`src/logic/fetch_macros.svh`:
```
`ifndef FETCH_MACROS_SVH
`define FETCH_MACROS_SVH

`define XLEN        64                        // address and data width
`define RESET_PC    64'h0000_0000_8000_0000   // boot entry point

// icache geometry
`define ICACHE_WAYS 2                         // 1, 2 or 4
`define ICACHE_SETS 16
`define LINE_WORDS  4                         // 64-bit beats per line

// address split derived from the geometry
`define BEAT_BITS   ($clog2(`LINE_WORDS))
`define OFS_BITS    (`BEAT_BITS + 3)          // byte offset inside a line
`define SET_BITS    ($clog2(`ICACHE_SETS))

`define NOP_INST    32'h0000_0013             // addi x0, x0, 0

`endif

```
`src/logic/fetch_pkg.sv`:
```
`include "fetch_macros.svh"

package fetch_pkg;

  typedef logic [`XLEN-1:0] addr_t;   // fetch / bus address
  typedef logic [63:0]      word_t;   // one axi data beat
  typedef logic [31:0]      inst_t;   // one rv64 instruction, no rvc

  // redirect request from the back end
  typedef enum logic [1:0] {
    REDIR_NONE   = 2'd0,
    REDIR_BRANCH = 2'd1,  // branch or jalr resolved in ex
    REDIR_TRAP   = 2'd2,  // go to mtvec
    REDIR_MRET   = 2'd3   // back to mepc
  } redir_kind_e;

  // axi rresp encoding
  typedef enum logic [1:0] {
    RESP_OKAY   = 2'b00,
    RESP_EXOKAY = 2'b01,
    RESP_SLVERR = 2'b10,
    RESP_DECERR = 2'b11
  } axi_resp_e;

  // line refill fsm
  typedef enum logic [1:0] {
    RF_IDLE = 2'd0,
    RF_ADDR = 2'd1,  // ar channel held
    RF_DATA = 2'd2   // collecting r beats
  } refill_state_e;

endpackage

```
`src/logic/icache_way.sv`:
```
`timescale 1ns/1ps
`include "fetch_macros.svh"

module icache_way (
  input  logic                   clk,
  input  logic                   rst_n,
  input  fetch_pkg::addr_t       lookup_pc_i,
  input  fetch_pkg::addr_t       fill_addr_i,   // line aligned
  input  logic [`BEAT_BITS-1:0]  fill_beat_i,
  input  fetch_pkg::word_t       fill_data_i,
  input  logic                   fill_we_i,     // this way is the victim
  input  logic                   fill_commit_i, // last beat, line is clean
  input  logic                   flush_i,       // fence.i
  output logic                   hit_o,
  output fetch_pkg::word_t       word_o
);
  import fetch_pkg::*;

  localparam int TAG_W = `XLEN - `OFS_BITS - `SET_BITS;

  logic [TAG_W-1:0]        tag_mem [`ICACHE_SETS];
  word_t                   data_mem [`ICACHE_SETS * `LINE_WORDS];  // {set, beat}
  logic [`ICACHE_SETS-1:0] valid_q;

  logic [TAG_W-1:0]      lk_tag;
  logic [`SET_BITS-1:0]  lk_set;
  logic [`BEAT_BITS-1:0] lk_beat;
  logic [TAG_W-1:0]      fl_tag;
  logic [`SET_BITS-1:0]  fl_set;

  // address split
  assign lk_tag  = lookup_pc_i[`XLEN-1 -: TAG_W];
  assign lk_set  = lookup_pc_i[`OFS_BITS +: `SET_BITS];
  assign lk_beat = lookup_pc_i[3 +: `BEAT_BITS];  // pc[2] picks the half later
  assign fl_tag  = fill_addr_i[`XLEN-1 -: TAG_W];
  assign fl_set  = fill_addr_i[`OFS_BITS +: `SET_BITS];

  // combinational lookup on the registered pc
  assign hit_o  = valid_q[lk_set] && (tag_mem[lk_set] == lk_tag);
  assign word_o = data_mem[{lk_set, lk_beat}];

  // victim line goes invalid on its first beat, valid again only on commit
  always_ff @(posedge clk or negedge rst_n) begin
    if (!rst_n) begin
      valid_q <= '0;
    end else if (flush_i) begin
      valid_q <= '0;                      // flush beats a same-cycle commit
    end else if (fill_we_i) begin
      valid_q[fl_set] <= fill_commit_i;
    end
  end

  always_ff @(posedge clk) begin
    if (fill_we_i) begin
      data_mem[{fl_set, fill_beat_i}] <= fill_data_i;  // one beat per r handshake
    end
    if (fill_we_i && fill_commit_i) begin
      tag_mem[fl_set] <= fl_tag;
    end
  end

endmodule

```
`config.mk`:
```
export PLATFORM = sky130hd
export DESIGN_NAME = icache_way
export DESIGN_NICKNAME = d
export VERILOG_FILES = /design/src/logic/fetch_pkg.sv /design/src/logic/icache_way.sv
export VERILOG_INCLUDE_DIRS = /design/src /design/src/logic
export SDC_FILE = /design/constraint.sdc
export NUM_CORES = 2
export LEC_CHECK = 0
export BUFFER_PORTS_ARGS = -buffer_cell sky130_fd_sc_hd__clkbuf_2
export CAP_MARGIN = 15
export CORE_UTILIZATION = 65
export DETAILED_ROUTE_END_ITERATION = 8
export GPL_TIMING_DRIVEN = 0
export MAX_ROUTING_LAYER = met4
export PLACE_DENSITY = 0.78
export SLEW_MARGIN = 20
export SYNTH_ARGS = -nofsm -noshare
export SYNTH_HDL_FRONTEND = slang
export SYNTH_MEMORY_MAX_BITS = 65536
export SYNTH_SLANG_ARGS = --single-unit
```
`constraint.sdc`:
```
create_clock -name clk -period 5.91 [get_ports clk]
set_clock_uncertainty 0.15 [all_clocks]
set_input_delay 0.8865 -clock clk [delete_from_list [all_inputs] [get_ports clk]]
set_output_delay 0.8865 -clock clk [all_outputs]
set_load 0.01 [all_outputs]
```
==> impl_results.md <==
* Status: complete, but fails checks
* Failing checks: negative setup slack
* Share of final-layout standard cells stronger than drive strength 1 at 34.60%
* Final global-route overflow total at 0
* Internal reg-to-reg setup slack at ~4.8 ns
* Nets at approximately 8.8k
* Starting Density at 65.42%
* Post-layout utilization of the core at 75.76%
* Die area at 0.2954 sq mm
* First-pass GRT wire length at 885.9 mm
* Post-Route WL at a little under 700 mm
* Core region area at 0.2913 sq mm
* Yosys reg bits at 4992
* H-tree depth at 5
* Avg Inst Size Synth at around 25 sq um
* Max_slew headroom at between 5 and 6%
* Combinational share of power at approximately 6%
* Final hold violations at 0
* RD Place Congestion at approximately 0.97
* Worst Max-Slew Pin Slew at approximately 1.4 ns
* Count of different cell masters after synthesis at between 60 and 70
* Number of max-cap violations at 0
* Residual DRC count at 0
* X dimension of the die at between 500 and 600 um
* Clock latency reported for the late side of the worst-skew pair at ~1.0 ns
* Clock period minus final worst setup slack at just over 6 ns
* Overall power after layout at about 76000 uW
* Critical path peak fanout at 19
* Post-synthesis instance area at about 0.19 sq mm
* Sequence of cells on the critical path: buf_6 > buf_4 > buf_4 > buf_2 > mux2i_1 > a22oi_1 > o21ai_0 > xnor2_1 > o311ai_0 > o21ai_0 > nand4_1 > nor4_2 > clkbuf_2
* Top FF cell, synth: edfxtp_1
* Longest Clk Path Bufs at 4
* Share of synthesized registers carrying an async set or reset at less than 1%
* DR vias/cell at 8.119
* I/O pin total at between 200 and 300
* Number of instances in the synthesized netlist at approximately 7.6k
* Share of the synthesized area in the top cell type at approximately four fifths
* Cell taking the most area after synthesis: edfxtp_1
* Placed Instances at around 12k
* Areal power density over the cells at about 350 mW/mm^2
* Setup Buffers After CTS at 0
* Total CTS buffers at 472
* Type of origin of the critical path: primary input
* Worst ir drop on vdd at 0.0004710 V
* Pin count of the biggest net entering global routing at 65
* Summed area of non-filler cells in the final layout at between 0.2 and 0.25 sq mm
* Vias in the first global route at ~100k
* Detailed-router iteration count before antenna repair at 9
* Final cycle utilization of the critical path at 105.3%
* Final count of negative-setup-slack endpoints at 30
* Delay of the slowest cell on the worst path at around 0.6 ns
* Proportion of power drawn by the clock network at 42.5%
* Synth area leaders: edfxtp_1 78%, mux4_2 18%, mux2i_1 0.59%
* Routed Antenna Nets at 0
* Critical path type: in -> out
* Antenna violations before repair at between 60 and 70
* Static power due to leakage at between 0.06 and 0.07 uW
* Filler instances at about 14k
* Dpl cell area at a little over 0.2 sq mm
* Worst EP arrival at approximately 5.2 ns
* Root buffer cell: clkbuf_16
* Number of enable-type register cells in the synthesized netlist at 4976
* P_sw at about 18000 uW
* Final Max Tran Viols at 0
* Number of rows in the core area at between 150 and 200
* Data required time of the critical path at between 4 and 5 ns
* Overall via count from detail_route at between 100k and 150k
* Layout-stage area growth over the synthesis result at 15.79%
* Non-filler cells in the finished layout at about 13k
* Sequential fraction of design power at between 50% and 60%
* TNS Setup at -1.743 ns
* Critical Path End Type: output pin
* Smallest setup slack after layout at -0.3157 ns
* Achievable Freq at 160.6 MHz
* Critical path's slowest cell: xnor2_1
* Most used standard cells in the synthesized netlist: 4976 x edfxtp_1, 1532 x mux4_2, 239 x clkbuf_1
* Switching share of power at between 20% and 30%
* Post-detail-place hpwl at 371.7 mm
* GRT Resource Usage Total at 46.80%
* Synthesized Nets at around 7.8k
* TritonCTS sink count at roughly 5k
* First-iteration detailed-routing DRC count at ~23k
* Most frequently used cell type in the post-synthesis netlist: edfxtp_1
* Internal power component at 58470 uW
* Die Height at around 540 um
* Clock tree from TritonCTS: yes
* Worst min path class: in -> reg
* CTS clk-pin slew, worst paths at around 0.07 ns
* Yosys warning total at 0
* Portion of the post-synthesis area used by sequential elements at roughly four fifths
* Drt wl/cell at between 50 and 60 um
* Count of input and output buffers at roughly 250
[critical path: cells and delay by family]
family,cells,cell delay (ns)
xor+xnor,1,0.60
simple gates,2,0.57
buf+inv,5,1.88
mux,1,0.17
compound gates,4,0.99
[through the flow]
stage / hold WS [ns] / setup WS, ns
global placement: 0.3606 / -3.696
CTS: 0.02215 / 0.003492
detailed placement: 0.3912 / -0.8052
finish: 0.04542 / -0.3157
floorplan: 0.3326 / 0.7922
global route: 0.03979 / -0.09875
[path summary, 6_finish.rpt]
path | cells past startpoint | start | end
setup / recovery | 13 | lookup_pc_i[6] | hit_o
hold / removal | 2 | flush_i | valid_q[11]$_DFFE_PN0P_
setup reg to reg | 3 | valid_q[1]$_DFFE_PN0P_ | valid_q[1]$_DFFE_PN0P_
hold reg to reg | 2 | valid_q[7]$_DFFE_PN0P_ | valid_q[7]$_DFFE_PN0P_
max in group asynchronous | 2 | rst_n | valid_q[2]$_DFFE_PN0P_
min in group asynchronous | 2 | rst_n | valid_q[10]$_DFFE_PN0P_
[what timing repair did]
| item | in CTS | in global routing |
|---|---|---|
| endpoints found under the hold margin | 16 | 0 |
| setup endpoints to repair | 65 | 32 |
| pin swaps | 0 | 1 |
| hold buffers | 1 | 0 |
| gates resized for setup | 66 | 37 |
[flip-flops by register name (all words and copies together) (netlist names)]
signal	cells
data_mem	4096
valid_q	16
tag_mem	880
[power by group through the flow]
stage | clock (uW) | sequential, uW | combinational [uW]
floorplan | 0 | 40000 | 2070
global placement | 0 | 40100 | 3790
detailed placement | 0 | 40100 | 4070
CTS | 31800 | 39300 | 4290
global route | 33200 | 39300 | 4500
finish | 32400 | 39300 | 4550
[cells by family after synthesis]
family	after synthesis	share of synthesized area [%]
AO/OA/AOI/OAI	229	0.8245
XOR/XNOR	54	0.2481
buffers and inverters	426	0.9886
flip-flops	4992	78.60
multiplexers	1652	18.74
AND/OR/NAND/NOR	248	0.5987
[layout by cell type (no fill, tap or decap), types with 38 or more instances in the layout]
cell	Yosys	final
a21oi_1	41	41
buf_12	1	198
buf_16	0	101
buf_2	71	91
buf_4	21	61
bufinv_16	0	64
clkbuf_1	239	212
clkbuf_16	0	479
clkbuf_2	0	306
clkinv_1	0	110
clkinv_2	0	75
diode_2	0	144
edfxtp_1	4976	4976
mux2i_1	112	111
mux4_2	1532	1532
nand2_1	41	41
nor2_1	122	48
nor2_4	0	71
o21ai_0	56	55
xnor2_1	38	38
[final cells by class]
class | count | area [sq um] | area share, %
Timing Repair Buffer | 559 | 8257 | 3.741
Tap cell | 3900 | 4880 | 2.211
Clock inverter | 302 | 3361 | 1.523
Multi-Input combinational cell | 2183 | 39470 | 17.89
Antenna cell | 144 | 360.3 | 0.1633
Sequential cell | 4992 | 149800 | 67.88
Clock buffer | 568 | 12320 | 5.582
Buffer | 392 | 2098 | 0.9507
Inverter | 30 | 132.6 | 0.06009
[layer usage]
layer	vias to the layer above	track usage, %	share of wire (%)
met5	-	-	0
met3	3331	15.25	17
li1	35460	-	-
met1	53680	57.39	29
met4	0	27.43	8.4
met2	13650	69.02	46
No activity file was read; power rests on OpenSTA's default activity.
