==> config.mk <==
export PLATFORM = sky130hd
export DESIGN_NAME = icache_refill
export DESIGN_NICKNAME = d
export VERILOG_FILES = /design/src/logic/fetch_pkg.sv /design/src/logic/icache_refill.sv
export VERILOG_INCLUDE_DIRS = /design/src /design/src/logic
export SDC_FILE = /design/constraint.sdc
export NUM_CORES = 1
export LEC_CHECK = 0
export CAP_MARGIN = 20
export CORE_AREA = 2 2 135 137
export CTS_CLUSTER_DIAMETER = 200
export DETAILED_ROUTE_END_ITERATION = 10
export DIE_AREA = 0 0 137 139
export DONT_BUFFER_PORTS = 1
export PLACE_DENSITY = 0.36
export SYNTH_ARGS = -nofsm -noshare
export SYNTH_HDL_FRONTEND = slang
export SYNTH_SLANG_ARGS = --single-unit
export TNS_END_PERCENT = 30
==> constraint.sdc <==
create_clock -name clk -period 7.6 [get_ports clk]
set_input_delay 0.76 -clock clk [delete_from_list [all_inputs] [get_ports clk]]
set_output_delay 0.76 -clock clk [all_outputs]
set_load 0.02 [all_outputs]
==> src/logic/fetch_macros.svh <==
`ifndef FETCH_MACROS_SVH
`define FETCH_MACROS_SVH

`define XLEN        64                        // address and data width
`define RESET_PC    64'h0000_0000_8000_0000   // boot entry point

// icache geometry
`define ICACHE_WAYS 2                         // 1, 2 or 4
`define ICACHE_SETS 16
`define LINE_WORDS  4                         // 64-bit beats per line

// address split derived from the geometry
`define BEAT_BITS   ($clog2(`LINE_WORDS))
`define OFS_BITS    (`BEAT_BITS + 3)          // byte offset inside a line
`define SET_BITS    ($clog2(`ICACHE_SETS))

`define NOP_INST    32'h0000_0013             // addi x0, x0, 0

`endif

==> src/logic/fetch_pkg.sv <==
`include "fetch_macros.svh"

package fetch_pkg;

  typedef logic [`XLEN-1:0] addr_t;   // fetch / bus address
  typedef logic [63:0]      word_t;   // one axi data beat
  typedef logic [31:0]      inst_t;   // one rv64 instruction, no rvc

  // redirect request from the back end
  typedef enum logic [1:0] {
    REDIR_NONE   = 2'd0,
    REDIR_BRANCH = 2'd1,  // branch or jalr resolved in ex
    REDIR_TRAP   = 2'd2,  // go to mtvec
    REDIR_MRET   = 2'd3   // back to mepc
  } redir_kind_e;

  // axi rresp encoding
  typedef enum logic [1:0] {
    RESP_OKAY   = 2'b00,
    RESP_EXOKAY = 2'b01,
    RESP_SLVERR = 2'b10,
    RESP_DECERR = 2'b11
  } axi_resp_e;

  // line refill fsm
  typedef enum logic [1:0] {
    RF_IDLE = 2'd0,
    RF_ADDR = 2'd1,  // ar channel held
    RF_DATA = 2'd2   // collecting r beats
  } refill_state_e;

endpackage

==> src/logic/icache_refill.sv <==
`timescale 1ns/1ps
`include "fetch_macros.svh"

module icache_refill (
  input  logic                     clk,
  input  logic                     rst_n,
  input  logic                     miss_req_i,
  input  fetch_pkg::addr_t         miss_pc_i,
  input  logic                     fence_i_i,
  input  logic                     axi_ar_ready_i,
  input  logic                     axi_r_valid_i,
  input  fetch_pkg::word_t         axi_r_data_i,
  input  fetch_pkg::axi_resp_e     axi_r_resp_i,
  input  logic                     axi_r_last_i,
  output logic                     axi_ar_valid_o,
  output fetch_pkg::addr_t         axi_ar_addr_o,
  output logic [7:0]               axi_ar_len_o,
  output logic                     axi_r_ready_o,
  output fetch_pkg::addr_t         fill_addr_o,
  output logic [`BEAT_BITS-1:0]    fill_beat_o,
  output fetch_pkg::word_t         fill_data_o,
  output logic [`ICACHE_WAYS-1:0]  fill_we_o,     // one-hot victim
  output logic                     fill_commit_o,
  output logic                     refill_done_o,
  output logic                     refill_err_o
);
  import fetch_pkg::*;

  localparam int WAY_W = (`ICACHE_WAYS > 1) ? $clog2(`ICACHE_WAYS) : 1;

  refill_state_e         state_q;
  addr_t                 line_q;     // line address of the burst
  logic [`BEAT_BITS-1:0] beat_q;     // beat being collected
  logic [WAY_W-1:0]      victim_q;
  logic [WAY_W-1:0]      rr_q [`ICACHE_SETS];  // per-set round robin
  logic                  err_q;      // sticky, any non-okay beat so far
  logic                  fenced_q;   // fence.i seen during this burst

  logic                  r_hs;
  logic                  last_hs;
  logic                  beat_err;
  logic                  line_bad;
  logic [`SET_BITS-1:0]  miss_set;
  logic [`SET_BITS-1:0]  line_set;

  assign r_hs     = (state_q == RF_DATA) && axi_r_valid_i;  // rready is high in RF_DATA
  assign last_hs  = r_hs && axi_r_last_i;
  assign beat_err = (axi_r_resp_i != RESP_OKAY);            // exokay also spoils the line
  assign line_bad = err_q || beat_err;
  assign miss_set = miss_pc_i[`OFS_BITS +: `SET_BITS];
  assign line_set = line_q[`OFS_BITS +: `SET_BITS];

  // ar channel, held from registers until ready
  assign axi_ar_valid_o = (state_q == RF_ADDR);
  assign axi_ar_addr_o  = line_q;
  assign axi_ar_len_o   = 8'(`LINE_WORDS - 1);  // incr burst, one line
  assign axi_r_ready_o  = (state_q == RF_DATA);

  // fill port towards the ways
  assign fill_addr_o = line_q;
  assign fill_beat_o = beat_q;
  assign fill_data_o = axi_r_data_i;

  always_comb begin
    for (int w = 0; w < `ICACHE_WAYS; w++) begin
      fill_we_o[w] = r_hs && (victim_q == WAY_W'(w));
    end
  end

  assign fill_commit_o = last_hs && !line_bad && !fenced_q && !fence_i_i;
  assign refill_done_o = last_hs;
  assign refill_err_o  = last_hs && line_bad;

  always_ff @(posedge clk or negedge rst_n) begin
    if (!rst_n) begin
      state_q  <= RF_IDLE;
      beat_q   <= '0;
      victim_q <= '0;
      err_q    <= 1'b0;
      fenced_q <= 1'b0;
      for (int s = 0; s < `ICACHE_SETS; s++) begin
        rr_q[s] <= '0;
      end
    end else begin
      case (state_q)
        RF_IDLE: begin
          if (miss_req_i) begin               // only sampled here
            state_q  <= RF_ADDR;
            beat_q   <= '0;
            err_q    <= 1'b0;
            fenced_q <= 1'b0;
            victim_q <= rr_q[miss_set];
          end
        end
        RF_ADDR: begin
          if (axi_ar_ready_i) begin
            state_q <= RF_DATA;
          end
        end
        RF_DATA: begin
          if (r_hs) begin
            beat_q <= beat_q + 1'b1;
            if (beat_err) begin
              err_q <= 1'b1;
            end
            if (axi_r_last_i) begin
              state_q <= RF_IDLE;             // burst runs to the end, never aborted
            end
          end
        end
        default: state_q <= RF_IDLE;
      endcase
      if (fence_i_i && (state_q != RF_IDLE)) begin
        fenced_q <= 1'b1;                     // line may be stale, skip the commit
      end
      if (fill_commit_o) begin
        rr_q[line_set] <= (rr_q[line_set] == WAY_W'(`ICACHE_WAYS - 1)) ?
                          '0 : rr_q[line_set] + 1'b1;
      end
    end
  end

  // line address, latched on the accepted miss
  always_ff @(posedge clk) begin
    if ((state_q == RF_IDLE) && miss_req_i) begin
      line_q <= {miss_pc_i[`XLEN-1:`OFS_BITS], {`OFS_BITS{1'b0}}};
    end
  end

endmodule

==> out/metrics.cfg <==
[pwr]
power.ir.vdd_worst_mv = 0.1053
p_leak_nw = 1.414
power_per_cell_area_nw_per_um2 = 364.1

[floorplan]
floorplan.rows = 49
placeableCoreArea_um2 = 17660
chipHeight_um = 139
io_pins = 346
floorplan.die_area_um2 = 19040
floorplan.initialDensity = 0.2411
floorplan.die.width_um = 137

[routing]
route.layer.met1.wl_mm = 3.490
detailroute.wirelength.met2_mm = 4.461
wl_mm = 9.236
detailroute.via_count = 1814
remaining_drc_errors = 0
highest_layer = met5
first_pass_iters = 4
met3WireLength_mm = 1.093
initialDrtViolationCount = 70
drtAntennaViolNets = 0
post_drt_via_cell_ratio = 4.086
route.detailed.wl_per_inst_um = 20.80

[global_route]
grt_pass1_vias = 1905
first_pass_grt_wire_length_mm = 12.70
globalRouteTotalUtil = 0.09409
globalRouteOverflowTotal = 0
grt_start_max_net_pins = 65
antenna_found_initial = 2

[run_status]
outcome = finished, final reports clean

[sta]
timing_hold_violations_final = 0
fmax_mhz = 367.8
setup-violations-final = 0
finalSetupTns_ns = 0
max_slew_vio_count = 0
period_share = 0.3577
worst_slew_margin_rel = 0.3794
clock_skew_ns = 0.008489
max_slew.worst_pin.slew_ns = 0.9309
period_needed_ns = 2.719
unrepaired_setup_endpoints_after_global_routing = no

[synthesis]
synth.top_cells.by_area = sky130_fd_sc_hd__edfxtp_1 42%, sky130_fd_sc_hd__buf_4 25%, sky130_fd_sc_hd__dfrtp_1 14%
postSynthAreaPerCell_um2 = 12.94
postSynthCellCount = 329
synthDistinctLibCells = 32
post-synth-top-area-cell = sky130_fd_sc_hd__edfxtp_1
synth_largest_type_area_fraction = 0.4162
yosysSeqAreaShare = 0.5514
synth_seq_cells = 82
syn-cell-area_um2 = 4257
count_of_yosys_warnings_during_synthesis = 0

[clocking]
clk_latency_ns = 0.34
htree_levels = 3
tritoncts = yes
cts_inserted_buffers = 9
clock_sink_count = 82
clk_path_buf_depth = 2
cts.clk_slew.worst_paths_ns = 0.07
cts.hold.buffers_added = 0
ctsRootBufferMaster = sky130_fd_sc_hd__clkbuf_16
post_cts_setup_buffers = 0
cts-resized-gates = 0

[worst_setup_path]
crit_path_max_fo = 7
critical_path_arrival_ns = 1.96
r2r.worst_path.cells = 3
reg2reg_slack_ns = 5.58
timing.rr.end = rr_q[10]
rr_startpoint = axi_ar_addr_o[5]
critical_path_class = reg -> out
cp-startpoint = state_q[1]
setup.worst_path.start_class = flip-flop
endpoint_kind = primary output
cp.required_ns = 6.84
critical_path.endpoint = fill_we_o[0]

[final_layout]
ff_latch_area_um2 = 2347
nets = 347
final.fill_count = 1888
layout.core_utilization = 0.2155
footprint_of_the_multi_input_gates_um2 = 863.3
drive_above_1_share = 0.1395
num_antenna_cells = 0
area.growth.synth_to_final_pct = -10.61

[min_path]
min_path_type = in -> async

[run]
cap_viol_max_count = 0

[placement]
place_hpwl_mm = 6.818
routabilityCongestion = 0.7413
io_buffers = 0

## stage by stage
| step | instances | power, mW | setup slack (ns) | hold WS (ns) | area [µm²] |
|---|---|---|---|---|---|
| after global routing | 444 | 1.456 | 4.718 | 0.08214 | 3805 |
| after floorplan | 345 | 1.055 | 1.677 | 0.4644 | 4317 |
| final | 444 | 1.385 | 4.881 | 0.1012 | 3805 |
| after detailed placement | 428 | 0.9743 | 5.032 | 0.4654 | 3520 |
| after CTS | 444 | 1.414 | 4.847 | 0.08211 | 3805 |
| after global placement | 428 | 0.9715 | 5.031 | 0.4653 | 3520 |
## cells by family (layout without fill, tap and decap cells)
| kind of cell | Yosys count | after routing | share of synthesized area |
|---|---|---|---|
| buf+inv | 151 | 21 | 0.2610 |
| flops | 82 | 82 | 0.5514 |
| simple gates | 54 | 54 | 0.08172 |
| mux | 27 | 27 | 0.08583 |
| compound gates | 13 | 13 | 0.01822 |
| other cells | 2 | 18 | 0.001764 |
## per-layer routing
layer,up-vias,GRT usage
li1,735,-
met1,886,0.09701
met2,174,0.1479
met3,17,0.06323
met4,2,0.04069
met5,-,0
## synth_stat cells (all sizes together)
cell type	count
nor4	3
inv	4
a31oi	2
clkbuf	1
nor2b	8
or3	1
nor3b	1
a2bb2oi	1
nor3	1
nand2	19
mux4	6
a21oi	2
nand3	6
nor4b	1
nand2b	2
nand4	1
dfrtp	23
nor2	8
conb	2
nand4b	1
mux2i	5
edfxtp	59
a22o	1
buf	146
mux2	16
or2	1
and3	1
o21ai	6
o211ai	1
## worst max-delay path, cell delays in order (launching register included)
cell and delay [ns]:
sky130_fd_sc_hd__dfrtp_1 0.49, sky130_fd_sc_hd__nor2b_1 0.64, sky130_fd_sc_hd__nand2_1 0.14, sky130_fd_sc_hd__nor2_1 0.35
## where the power goes
group	internal [mW]	switching (mW)
registers	0.589	0.231
clock network	0.229	0.198
logic	0.0364	0.102
## layout by cell type (no fill, tap or decap)
| cell type | count |
|---|---|
| sky130_fd_sc_hd__o211ai_1 | 1 |
| sky130_fd_sc_hd__mux2i_1 | 5 |
| sky130_fd_sc_hd__nor2b_1 | 8 |
| sky130_fd_sc_hd__dfrtp_1 | 23 |
| sky130_fd_sc_hd__buf_4 | 1 |
| sky130_fd_sc_hd__a22o_1 | 1 |
| sky130_fd_sc_hd__o21ai_0 | 5 |
| sky130_fd_sc_hd__clkinv_2 | 1 |
| sky130_fd_sc_hd__mux2_1 | 16 |
| sky130_fd_sc_hd__nor3b_2 | 1 |
| sky130_fd_sc_hd__inv_8 | 1 |
| sky130_fd_sc_hd__clkbuf_16 | 9 |
| sky130_fd_sc_hd__edfxtp_1 | 59 |
| sky130_fd_sc_hd__a31oi_1 | 2 |
| sky130_fd_sc_hd__nand2b_1 | 2 |
| sky130_fd_sc_hd__nor4b_4 | 1 |
| sky130_fd_sc_hd__a21oi_1 | 2 |
| sky130_fd_sc_hd__nor2_1 | 8 |
| sky130_fd_sc_hd__or2_1 | 1 |
| sky130_fd_sc_hd__inv_6 | 4 |
| sky130_fd_sc_hd__nand3_1 | 6 |
| sky130_fd_sc_hd__nor4_4 | 3 |
| sky130_fd_sc_hd__and3_1 | 1 |
| sky130_fd_sc_hd__o21ai_1 | 1 |
| sky130_fd_sc_hd__mux4_2 | 6 |
| sky130_fd_sc_hd__nand4b_4 | 1 |
| sky130_fd_sc_hd__or3_4 | 1 |
| sky130_fd_sc_hd__inv_1 | 4 |
| sky130_fd_sc_hd__nand2_1 | 19 |
| sky130_fd_sc_hd__conb_1 | 18 |
| sky130_fd_sc_hd__nor3_1 | 1 |
| sky130_fd_sc_hd__nand4_1 | 1 |
| sky130_fd_sc_hd__clkinv_4 | 1 |
| sky130_fd_sc_hd__a2bb2oi_1 | 1 |
## how the worst min path moves through the flow
stage	startpoint	to	slack, ns	cells after the start
floorplan	rst_n	err_q	0.46	0
global placement	rst_n	rr_q[0]	0.47	0
detailed placement	rst_n	rr_q[2]	0.47	0
CTS	rst_n	rr_q[6]	0.08	0
global route	rst_n	rr_q[0]	0.08	0
finish	rst_n	rr_q[0]	0.10	0
## registers in the layout, indices dropped and copies added, names as in the netlist
| name | flops |
|---|---|
| err_q | 1 |
| victim_q | 1 |
| fill_beat_o | 2 |
| rr_q | 16 |
| state_q | 2 |
| axi_ar_addr_o | 59 |
| fenced_q | 1 |
## final cells by class
cell class / count / share of cell area
multi-input cells: 112 / 0.2269
clock inverters: 7 / 0.01578
inverters: 4 / 0.003946
flip-flops and latches: 82 / 0.6169
repair buffers: 1 / 0.001973
clock buffers: 9 / 0.05919
well taps: 229 / 0.07530
Power figures use the tool's default switching activity.
