`src/logic/fetch_macros.svh`:
```
`ifndef FETCH_MACROS_SVH
`define FETCH_MACROS_SVH

`define XLEN        64                        // address and data width
`define RESET_PC    64'h0000_0000_8000_0000   // boot entry point

// icache geometry
`define ICACHE_WAYS 2                         // 1, 2 or 4
`define ICACHE_SETS 16
`define LINE_WORDS  4                         // 64-bit beats per line

// address split derived from the geometry
`define BEAT_BITS   ($clog2(`LINE_WORDS))
`define OFS_BITS    (`BEAT_BITS + 3)          // byte offset inside a line
`define SET_BITS    ($clog2(`ICACHE_SETS))

`define NOP_INST    32'h0000_0013             // addi x0, x0, 0

`endif

```
`src/logic/fetch_pkg.sv`:
```
`include "fetch_macros.svh"

package fetch_pkg;

  typedef logic [`XLEN-1:0] addr_t;   // fetch / bus address
  typedef logic [63:0]      word_t;   // one axi data beat
  typedef logic [31:0]      inst_t;   // one rv64 instruction, no rvc

  // redirect request from the back end
  typedef enum logic [1:0] {
    REDIR_NONE   = 2'd0,
    REDIR_BRANCH = 2'd1,  // branch or jalr resolved in ex
    REDIR_TRAP   = 2'd2,  // go to mtvec
    REDIR_MRET   = 2'd3   // back to mepc
  } redir_kind_e;

  // axi rresp encoding
  typedef enum logic [1:0] {
    RESP_OKAY   = 2'b00,
    RESP_EXOKAY = 2'b01,
    RESP_SLVERR = 2'b10,
    RESP_DECERR = 2'b11
  } axi_resp_e;

  // line refill fsm
  typedef enum logic [1:0] {
    RF_IDLE = 2'd0,
    RF_ADDR = 2'd1,  // ar channel held
    RF_DATA = 2'd2   // collecting r beats
  } refill_state_e;

endpackage

```
`src/logic/pc_gen.sv`:
```
`timescale 1ns/1ps
`include "fetch_macros.svh"

module pc_gen (
  input  logic                   clk,
  input  logic                   rst_n,
  input  logic                   advance_i,     // decode took the current inst
  input  fetch_pkg::redir_kind_e redir_kind_i,  // one-cycle request
  input  fetch_pkg::addr_t       redir_pc_i,    // branch / jalr target
  input  fetch_pkg::addr_t       mtvec_i,       // trap vector
  input  fetch_pkg::addr_t       mepc_i,        // mret return address
  output fetch_pkg::addr_t       pc_o,
  output logic                   redirected_o
);
  import fetch_pkg::*;

  addr_t pc_q;    // current fetch pc
  addr_t pc_d;
  addr_t pc_seq;  // fall-through, pc+4 only

  assign pc_seq = pc_q + addr_t'(4);

  // next pc select
  // any redirect beats a same-cycle advance
  always_comb begin
    pc_d         = pc_q;
    redirected_o = 1'b1;
    case (redir_kind_i)
      REDIR_BRANCH: pc_d = redir_pc_i;
      REDIR_TRAP:   pc_d = mtvec_i;
      REDIR_MRET:   pc_d = mepc_i;
      default: begin
        redirected_o = 1'b0;  // no redirect this cycle
        if (advance_i) begin
          pc_d = pc_seq;      // sequential fetch
        end
      end
    endcase
  end

  // holds when decode stalls or the line is still missing
  always_ff @(posedge clk or negedge rst_n) begin
    if (!rst_n) begin
      pc_q <= `RESET_PC;
    end else begin
      pc_q <= pc_d;
    end
  end

  assign pc_o = pc_q;  // registered, feeds the way lookup directly

endmodule

```
`config.mk`:
```
export PLATFORM = sky130hd
export DESIGN_NAME = pc_gen
export DESIGN_NICKNAME = d
export VERILOG_FILES = /design/src/logic/fetch_pkg.sv /design/src/logic/pc_gen.sv
export VERILOG_INCLUDE_DIRS = /design/src /design/src/logic
export SDC_FILE = /design/constraint.sdc
export NUM_CORES = 1
export LEC_CHECK = 0
export CORE_AREA = 2 2 113 115
export DETAILED_ROUTE_END_ITERATION = 8
export DIE_AREA = 0 0 115 117
export DONT_BUFFER_PORTS = 1
export PLACE_DENSITY = 0.58
export SYNTH_ARGS = -nofsm -noshare
export SYNTH_HDL_FRONTEND = slang
export SYNTH_SLANG_ARGS = --single-unit
export TNS_END_PERCENT = 1
```
`constraint.sdc`:
```
create_clock -name clk -period 2.2 [get_ports clk]
set_input_delay 0.55 -clock clk [delete_from_list [all_inputs] [get_ports clk]]
set_output_delay 0.55 -clock clk [all_outputs]
set_load 0.02 [all_outputs]
```
==> summary.txt, run 1 <==
Mapped cell area: 0.00541 mm^2
Initial Util: 43.9%
Post-synth EDFFs: 0
Final-report max-slew violation count: 0
Initial antenna violation count: 0
CTS sink cnt: 64
Final global-route overflow total: 0
Worst-path maximum fanout: 3
Syn nets: 831
Seq/Total Area, Yosys: 29.6%
Tmin final: 2.19 ns
Avg Vias per Cell: 6.64
Kind of critical path: register to register
Setup WS pre-CTS: -0.0310 ns
GRT Util Overall: 30.0%
CTS root buffer: clkbuf_16
Power per cell area: 648 mW/mm^2
Top Usage Layer GRT: met2
Finished Core Util: 54.3%
Crit path capture type: register
RePlAce Congestion: 0.898
Hold Slack: 0.0480 ns
Rel. slew slack: 35.2%
Setup Viol. Count Final: 0
Initial DRC Count: 346
Drt pass-1 iters: 4
Reg area: 0.00162 mm^2
Arr. time, crit path: 2.47 ns
Layout cells sized above 1: 28.5%
Bufs on Longest Clock Path: 2
Mean routed wirelength per cell: 24.0 um
Clk_skew: 0.00622 ns
Multi-input gate area: 0.00373 mm^2
Max FFs per register: 64
NetSw: 1.52 mW
Clock Latency Late Sink: 0.34 ns
H-tree Lvls: 3
Max Clk Rate: 456 MHz
Clk pin slew, worst setup/hold paths: 0.05 ns
Critical-path top delay cell: or4_1
Setup crit start kind: register
RSZ-0062 raised after global routing: true
Int Power: 2.82 mW
R2r startpoint: pc_o[35]
Fillers: 1,157
Clock share of power: 32.2%
Final nets: 902
Top cell by count, worst path: nand4_1
Number of synthesis warnings: 0
Largest net degree at the start of global routing: 101
Num CTS Buffers: 9
Total Power: 4.33 mW
Post-route cell area: 0.00669 mm^2
Core area: 0.0123 mm^2
Measured slew at the worst slew-check pin: 0.967 ns
Post-Syn Instances: 633
Area delta synth->final: 23.6%
Mean Syn Cell Area: 8.55 um^2
Die area: 0.0135 mm^2
HPWL Detailed: 15,200 um
Met1 Use GR: 35.4%
Inst Count DP: 837
Cell Rows: 41
# DRC: 0
Die Span Y: 117 um
Worst Hold Class: input pin to asynchronous set/reset pin
Vias: 5,702
Setup ws final: 0.00658 ns
WL final: 20,600 um
Part of the power in registers: 35.2%
IO buf count: 0
Die Width: 115 um
Main synth FF type: dfrtp_1
Non-filler instance count after layout: 859
Reg2Reg Depth: 7
Required time of the critical path: 2.48 ns
P_leak: 2.76 nW
Met2 Usage GRT: 51.3%
Worst r2r dst: pc_o[57]
Diode count: 0
Outcome: finished clean
Max-cap violation count: 0
Global-route wire length before repair: 30,600 um
Setup slack, reg-to-reg: 0.007 ns
Yosys reg bits: 64
Netlist cell types: 63
Crit path from: pc_o[35]
Switch share: 35.0%
Vias in the first global route: 5,477
Period Utilization, post-route: 99.7%
Fin Setup TNS: 0 ns
Logic pwr share: 32.5%
Area after DPL: 0.00624 mm^2
Final hold vios: 0
Worst path max stage delay: 0.46 ns
Num ports: 262
CTS tree: done
Post-synth ARST share: 100%
Grt met3 use: 9.73%
Post-route ant nets: 0
Peak supply drop: 0.575 mV
Worst-path cell chain: nand4_1 > buf_4 > nor4_2 > nand4_1 > or2_1 > or4_1 > nand3_1
-- worst max-delay path by stage --
| stage | end | cells past startpoint |
|---|---|---|
| after global routing | pc_o[58] | 6 |
| after floorplan | pc_o[58] | 8 |
| after global placement | pc_o[40] | 7 |
| after CTS | pc_o[59] | 7 |
| final | pc_o[57] | 7 |
| after detailed placement | pc_o[62] | 8 |
-- synth_stat cells, types with 15 or more instances --
master	count	share of area, %
a211oi_1	30	4.2
a21oi_1	83	7.7
a22oi_1	15	2.1
clkbuf_1	33	2.3
dfrtp_1	63	29
mux2_2	25	5.2
mux2i_1	34	6.3
nand2_1	36	2.5
nand3_1	31	2.9
nand4_1	16	1.9
nor2_1	52	3.6
o21ai_0	19	1.8
o22a_1	20	3.2
-- kinds of logic (layout without fill, tap and decap cells) --
logic type	Yosys count	after routing	synth area share (%)
compound gates	230	230	28.2
flops	64	64	29.6
simple gates	210	210	21.1
fa+ha+maj	1	1	0.231
mux	70	70	15.9
xor+xnor	7	7	1.13
buf+inv	51	127	3.82
-- final cells by class --
type / instances / share of cell area [%]
Timing Repair Buffer: 107 / 12.7
Sequential cell: 64 / 24.2
Inverter: 4 / 0.225
Clock inverter: 3 / 0.225
Multi-Input combinational cell: 518 / 55.8
Clock buffer: 13 / 4.04
Tap cell: 150 / 2.81
-- critical path, delay by kind of cell (launching register included) --
family	cells	cell delay [ns]
buffers and inverters	1	0.21
AND/OR/NAND/NOR	6	1.56
flip-flops	1	0.36
-- power by group through the flow --
| stage | clock, mW | sequential, mW | combinational [mW] |
|---|---|---|---|
| after floorplan | 0 | 1.78 | 0.644 |
| after global placement | 0 | 1.53 | 1.32 |
| after detailed placement | 0 | 1.54 | 1.35 |
| after CTS | 1.41 | 1.52 | 1.39 |
| after global routing | 1.47 | 1.55 | 1.52 |
| final | 1.40 | 1.53 | 1.41 |
-- cell usage in the layout, fill, tap and decap left out, types with 19 or more instances in the layout --
master | netlist | layout
a211oi_1 | 30 | 30
a21oi_1 | 83 | 83
buf_4 | 0 | 103
dfrtp_1 | 63 | 51
mux2_2 | 25 | 24
mux2i_1 | 34 | 34
nand2_1 | 36 | 35
nand3_1 | 31 | 31
nor2_1 | 52 | 48
o21ai_0 | 19 | 19
o22a_1 | 20 | 20
-- what timing repair did --
action | CTS | global route
gates resized for setup | 6 | 19
hold buffers | 1 | 0
setup endpoints to repair | 6 | 14
buffers inserted | 0 | 5
endpoints found under the hold margin | 63 | 0
pin swaps | 0 | 7
-- metal layers --
metal / vias up / part of all wire (%)
met4: 0 / 3.2
met2: 261 / 49
met3: 38 / 8.2
met1: 2769 / 39
met5: - / 0
li1: 2634 / -
Note: power is estimated with default switching activity, not from simulation.
==> run 2, diff against run 1 <==
Settings changed: CTS_BUF_LIST set to sky130_fd_sc_hd__clkbuf_16, SLEW_MARGIN set to 20.
==> summary.txt, run 2 (synthesis gave the netlist of run 1 again) <==
Tmin final: 2.18 ns (-0.0179 ns)
Initial DRC Count: 312 (-9.8%)
Worst Hold Class: input pin to asynchronous set/reset pin
GRT Util Overall: 30.0% (about the same)
HPWL Detailed: 15,200 um (unchanged)
CTS sink cnt: 64 (unchanged)
Cell Rows: 41 (unchanged)
Clk_skew: 0.00531 ns (-0.000919 ns)
CTS root buffer: clkbuf_16
Max Clk Rate: 460 MHz (+0.83%)
H-tree Lvls: 3 (unchanged)
Power per cell area: 634 mW/mm^2 (-2.2%)
Vias: 5,691 (-0.19%)
Crit path from: pc_o[14]
NetSw: 1.51 mW (-0.37%)
Measured slew at the worst slew-check pin: 0.972 ns (+0.00482 ns)
Required time of the critical path: 2.48 ns (about the same)
Setup WS pre-CTS: -0.0310 ns (unchanged)
Max FFs per register: 64 (unchanged)
Fillers: 1,162 (+0.43%)
Num CTS Buffers: 9 (unchanged)
Initial antenna violation count: 0 (unchanged)
Clock Latency Late Sink: 0.34 ns (about the same)
Kind of critical path: register to register
Most frequent cells in the layout: buf_4, a21oi_1, dfrtp_1
Worst-path maximum fanout: 7 (+4)
WL final: 20,600 um (-0.20%)
RePlAce Congestion: 0.898 (unchanged)
Crit path capture type: register
# DRC: 0 (unchanged)
Clk pin slew, worst setup/hold paths: 0.06 ns (about the same)
Final hold vios: 0 (unchanged)
Max-cap violation count: 0 (unchanged)
Post-route ant nets: 0 (unchanged)
RSZ-0062 raised after global routing: true
Commonest non-fill, non-tap cell in the layout: buf_4
Layout cells sized above 1: 28.1% (-0.42 points)
Setup slack, reg-to-reg: 0.02 ns (+0.02 ns)
Part of the power in registers: 36.1% (+0.9 points)
Setup ws final: 0.0245 ns (+0.0179 ns)
Initial Util: 43.9% (unchanged)
Reg2Reg Depth: 7 (unchanged)
Die Width: 115 um (unchanged)
Area delta synth->final: 23.1%
Core area: 0.0123 mm^2 (unchanged)
Hold Slack: 0.0481 ns (+0.0000794 ns)
Global-route wire length before repair: 30,600 um (unchanged)
Num ports: 262 (unchanged)
Period Utilization, post-route: 98.9% (-0.82 points)
Final-report max-slew violation count: 0 (unchanged)
Rel. slew slack: 34.9% (-0.32 points)
Mean routed wirelength per cell: 23.9 um (-0.20%)
Setup Viol. Count Final: 0 (unchanged)
Switch share: 35.8% (+0.82 points)
Die area: 0.0135 mm^2 (unchanged)
CP Capture Point: pc_o[63]
Diode count: 0 (unchanged)
Multi-input gate area: 0.00373 mm^2 (unchanged)
Die Span Y: 117 um (unchanged)
Clock share of power: 30.4% (-1.8 points)
Avg Vias per Cell: 6.63 (-0.19%)
Worst r2r dst: pc_o[63]
Int Power: 2.71 mW (-3.9%)
P_leak: 2.75 nW (-0.46%)
Reg area: 0.00162 mm^2 (unchanged)
Largest net degree at the start of global routing: 101 (unchanged)
Peak supply drop: 0.544 mV (-5.4%)
Vias in the first global route: 5,459 (-0.33%)
Final global-route overflow total: 0 (unchanged)
IO buf count: 0 (unchanged)
Drt pass-1 iters: 5 (+1)
Logic pwr share: 33.4% (+0.9 points)
Arr. time, crit path: 2.46 ns (about the same)
Bufs on Longest Clock Path: 2 (unchanged)
R2r startpoint: pc_o[14]
Final nets: 902 (unchanged)
CTS tree: done
Outcome: finished clean
Setup crit start kind: register
==> run 2: through the flow <==
stage | std cells | power (mW) | setup TNS, ns | utilization [%] | cell area (um^2)
6_report | 859 | 4.22 | 0 | 54.1 | 6660
5_1_grt | 859 | 4.44 | -0.251 | 54.1 | 6660
3_3_place_gp | 837 | 2.86 | 0 | 50.7 | 6240
4_1_cts | 854 | 4.21 | 0 | 53.1 | 6540
3_5_place_dp | 837 | 2.89 | -0.111 | 50.7 | 6240
2_1_floorplan | 633 | 2.42 | -1.25 | - | 5450
==> run 2: routing by layer <==
metal  share of wire [%]  track usage [%]
met5                   0                0
met4                 3.2             11.3
met3                 8.9             9.58
met2                  49             51.2
met1                  38             35.6
==> run 2: repair_timing <==
item / in CTS / in global routing
setup buffers: 0 / 5
setup endpoints to repair: 6 / 13
hold buffers: 1 / 0
endpoints found under the hold margin: 63 / 0
pin swaps: 0 / 7
resized for setup: 6 / 19
==> run 2: final cells by class <==
type                       instances  area share (%)
multi-input combinational        518            56.0
sequential                        64            24.3
timing repair buffer             107            12.8
clock buffer                       9            3.38
tap                              150            2.82
clock inverter                     7           0.451
inverter                           4           0.226
==> run 2: worst min path at each step <==
stage | start | end | slack (ns) | cells past startpoint
floorplan | rst_n | pc_o[0] | 0.25 | 0
global placement | rst_n | pc_o[46] | 0.26 | 0
detailed placement | rst_n | pc_o[45] | 0.26 | 0
CTS | rst_n | pc_o[31] | 0.04 | 0
global route | rst_n | pc_o[31] | 0.04 | 0
finish | rst_n | pc_o[31] | 0.05 | 0
==> run 2: power groups by stage <==
stage | registers, mW | clock network, mW | logic (mW)
after floorplan | 1.78 | 0 | 0.644
after global placement | 1.53 | 0 | 1.32
after detailed placement | 1.54 | 0 | 1.35
after CTS | 1.52 | 1.31 | 1.39
after global routing | 1.55 | 1.36 | 1.52
final | 1.52 | 1.28 | 1.41
==> run 2: worst max-delay path, stage by stage (launching register included) <==
cell and delay, ns:
dfrtp_2 0.38, nand4_4 0.11, or2_1 0.25, or4_4 0.53, buf_6 0.16, nor4_4 0.26
mux2_4 0.33, nor2_2 0.09
==> run 3, diff against run 2 <==
Settings changed: CTS_BUF_LIST sky130_fd_sc_hd__clkbuf_16 to sky130_fd_sc_hd__clkbuf_8.
==> summary.txt, run 3 (synthesis gave the netlist of run 1 again) <==
Outcome: finished clean
Setup Viol. Count Final: 0 (unchanged)
Clk pin slew, worst setup/hold paths: 0.08 ns (+0.02 ns)
Clock Latency Late Sink: 0.37 ns (+0.03 ns)
Max FFs per register: 64 (unchanged)
Most frequent cells in the layout: buf_4, a21oi_1, dfrtp_1
Setup ws final: 0.0171 ns (-0.00744 ns)
GRT Util Overall: 29.9% (-0.16 points)
Reg2Reg Depth: 7 (unchanged)
Global-route wire length before repair: 30,400 um (-0.54%)
Cell Rows: 41 (unchanged)
Avg Vias per Cell: 6.60 (-0.40%)
Worst r2r dst: pc_o[63]
Max-cap violation count: 0 (unchanged)
H-tree Lvls: 3 (unchanged)
Setup WS pre-CTS: -0.0310 ns (unchanged)
Area after DPL: 0.00624 mm^2 (unchanged)
Worst-path maximum fanout: 8 (+1)
Post-route ant nets: 0 (unchanged)
Num CTS Buffers: 9 (unchanged)
Die area: 0.0135 mm^2 (unchanged)
Crit path capture type: register
P_leak: 2.72 nW (-1.2%)
Period Utilization, post-route: 99.2% (+0.34 points)
Required time of the critical path: 2.51 ns (+0.03 ns)
Area delta synth->final: 21.7%
Setup slack, reg-to-reg: 0.02 ns (about the same)
RePlAce Congestion: 0.898 (unchanged)
Post-route cell area: 0.00659 mm^2 (-1.1%)
Layout cells sized above 1: 28.3% (+0.28 points)
Peak supply drop: 0.485 mV (-11%)
Max Clk Rate: 458 MHz (-0.34%)
Diode count: 0 (unchanged)
Initial Util: 43.9% (unchanged)
Worst Hold Class: input pin to asynchronous set/reset pin
Initial antenna violation count: 0 (unchanged)
HPWL Detailed: 15,200 um (unchanged)
Power per cell area: 596 mW/mm^2 (-6.0%)
Final hold vios: 0 (unchanged)
Final nets: 902 (unchanged)
# DRC: 0 (unchanged)
CTS sink cnt: 64 (unchanged)
Clk_skew: 0.0120 ns (+0.00668 ns)
Num ports: 262 (unchanged)
Vias: 5,668 (-0.40%)
CTS tree: done
Setup crit start kind: register
Initial DRC Count: 332 (+6.4%)
Bufs on Longest Clock Path: 2 (unchanged)
Fin Setup TNS: 0 ns (unchanged)
Final global-route overflow total: 0 (unchanged)
Die Span Y: 117 um (unchanged)
Arr. time, crit path: 2.49 ns (+0.03 ns)
Measured slew at the worst slew-check pin: 0.976 ns (+0.00405 ns)
Fillers: 1,167 (+0.43%)
WL final: 20,600 um (about the same)
CP Capture Point: pc_o[63]
Kind of critical path: register to register
Core area: 0.0123 mm^2 (unchanged)
Commonest non-fill, non-tap cell in the layout: buf_4
Mean routed wirelength per cell: 23.9 um (about the same)
Largest net degree at the start of global routing: 101 (unchanged)
RSZ-0062 raised after global routing: true
IO buf count: 0 (unchanged)
Crit path from: pc_o[14]
Die Width: 115 um (unchanged)
Vias in the first global route: 5,414 (-0.82%)
CTS root buffer: clkbuf_8
Final-report max-slew violation count: 0 (unchanged)
Tmin final: 2.18 ns (+0.00744 ns)
R2r startpoint: pc_o[14]
Drt pass-1 iters: 5 (unchanged)
Finished Core Util: 53.5% (-0.59 points)
Rel. slew slack: 34.6% (-0.27 points)
## run 3: changes by cell type in the layout (fill, tap and decap cells not counted), sizes merged
cell,before,now
dlygate4sd3,0,1
clkbuf,9,12
clkinv,7,4
buf,107,106
## run 3: per-layer routing
metal	vias up	part of all wire [%]	global-route usage, %
li1	2630	-	-
met1	2727	38	35.8
met2	266	50	51.1
met3	45	9.2	9.42
met4	0	2.6	10.0
met5	-	0	0
## run 3: cell type report
type | count | area, um^2 | area share [%]
tap | 150 | 188 | 2.85
timing repair buffer | 107 | 855 | 13.0
inverter | 4 | 15.0 | 0.228
clock buffer | 12 | 165 | 2.51
multi-input combinational | 518 | 3720 | 56.6
sequential | 64 | 1620 | 24.6
clock inverter | 4 | 18.8 | 0.285
## run 3: worst max-delay path: stages, from the launching register on
cell and delay (ns):
dfrtp_2 0.39, nand4_4 0.11, or2_1 0.25, or4_4 0.54, buf_6 0.16, nor4_4 0.27, mux2_4 0.33, nor2_2 0.09
## run 3: power breakdown
part / internal [mW] / switching (mW) / leakage (nW)
Combinational: 0.612 / 0.798 / 1.86
Sequential: 1.35 / 0.172 / 0.761
Clock: 0.492 / 0.496 / 0.103
## run 3: worst min path at each step
stage | from | end | slack (ns) | cells past startpoint
6_report | rst_n | pc_o[45] | 0.05 | 1
3_3_place_gp | rst_n | pc_o[46] | 0.26 | 0
5_1_grt | rst_n | pc_o[45] | 0.05 | 1
3_5_place_dp | rst_n | pc_o[45] | 0.26 | 0
2_1_floorplan | rst_n | pc_o[0] | 0.25 | 0
4_1_cts | rst_n | pc_o[31] | 0.005 | 0
## run 3: stage by stage
stage	power, mW	hold slack, ns	std cells
2_1_floorplan	2.42	0.254	633
3_3_place_gp	2.86	0.259	837
3_5_place_dp	2.89	0.259	837
4_1_cts	3.91	0.00513	854
5_1_grt	4.13	0.0548	859
6_report	3.92	0.0467	859
## run 3: what timing repair did
item / 4_1_cts / 5_1_grt
pin swaps: 0 / 8
hold endpoints to repair: 63 / 1
endpoints found under the setup margin: 7 / 13
setup buffers: 0 / 4
gates resized for setup: 7 / 17
hold buffers: 1 / 1
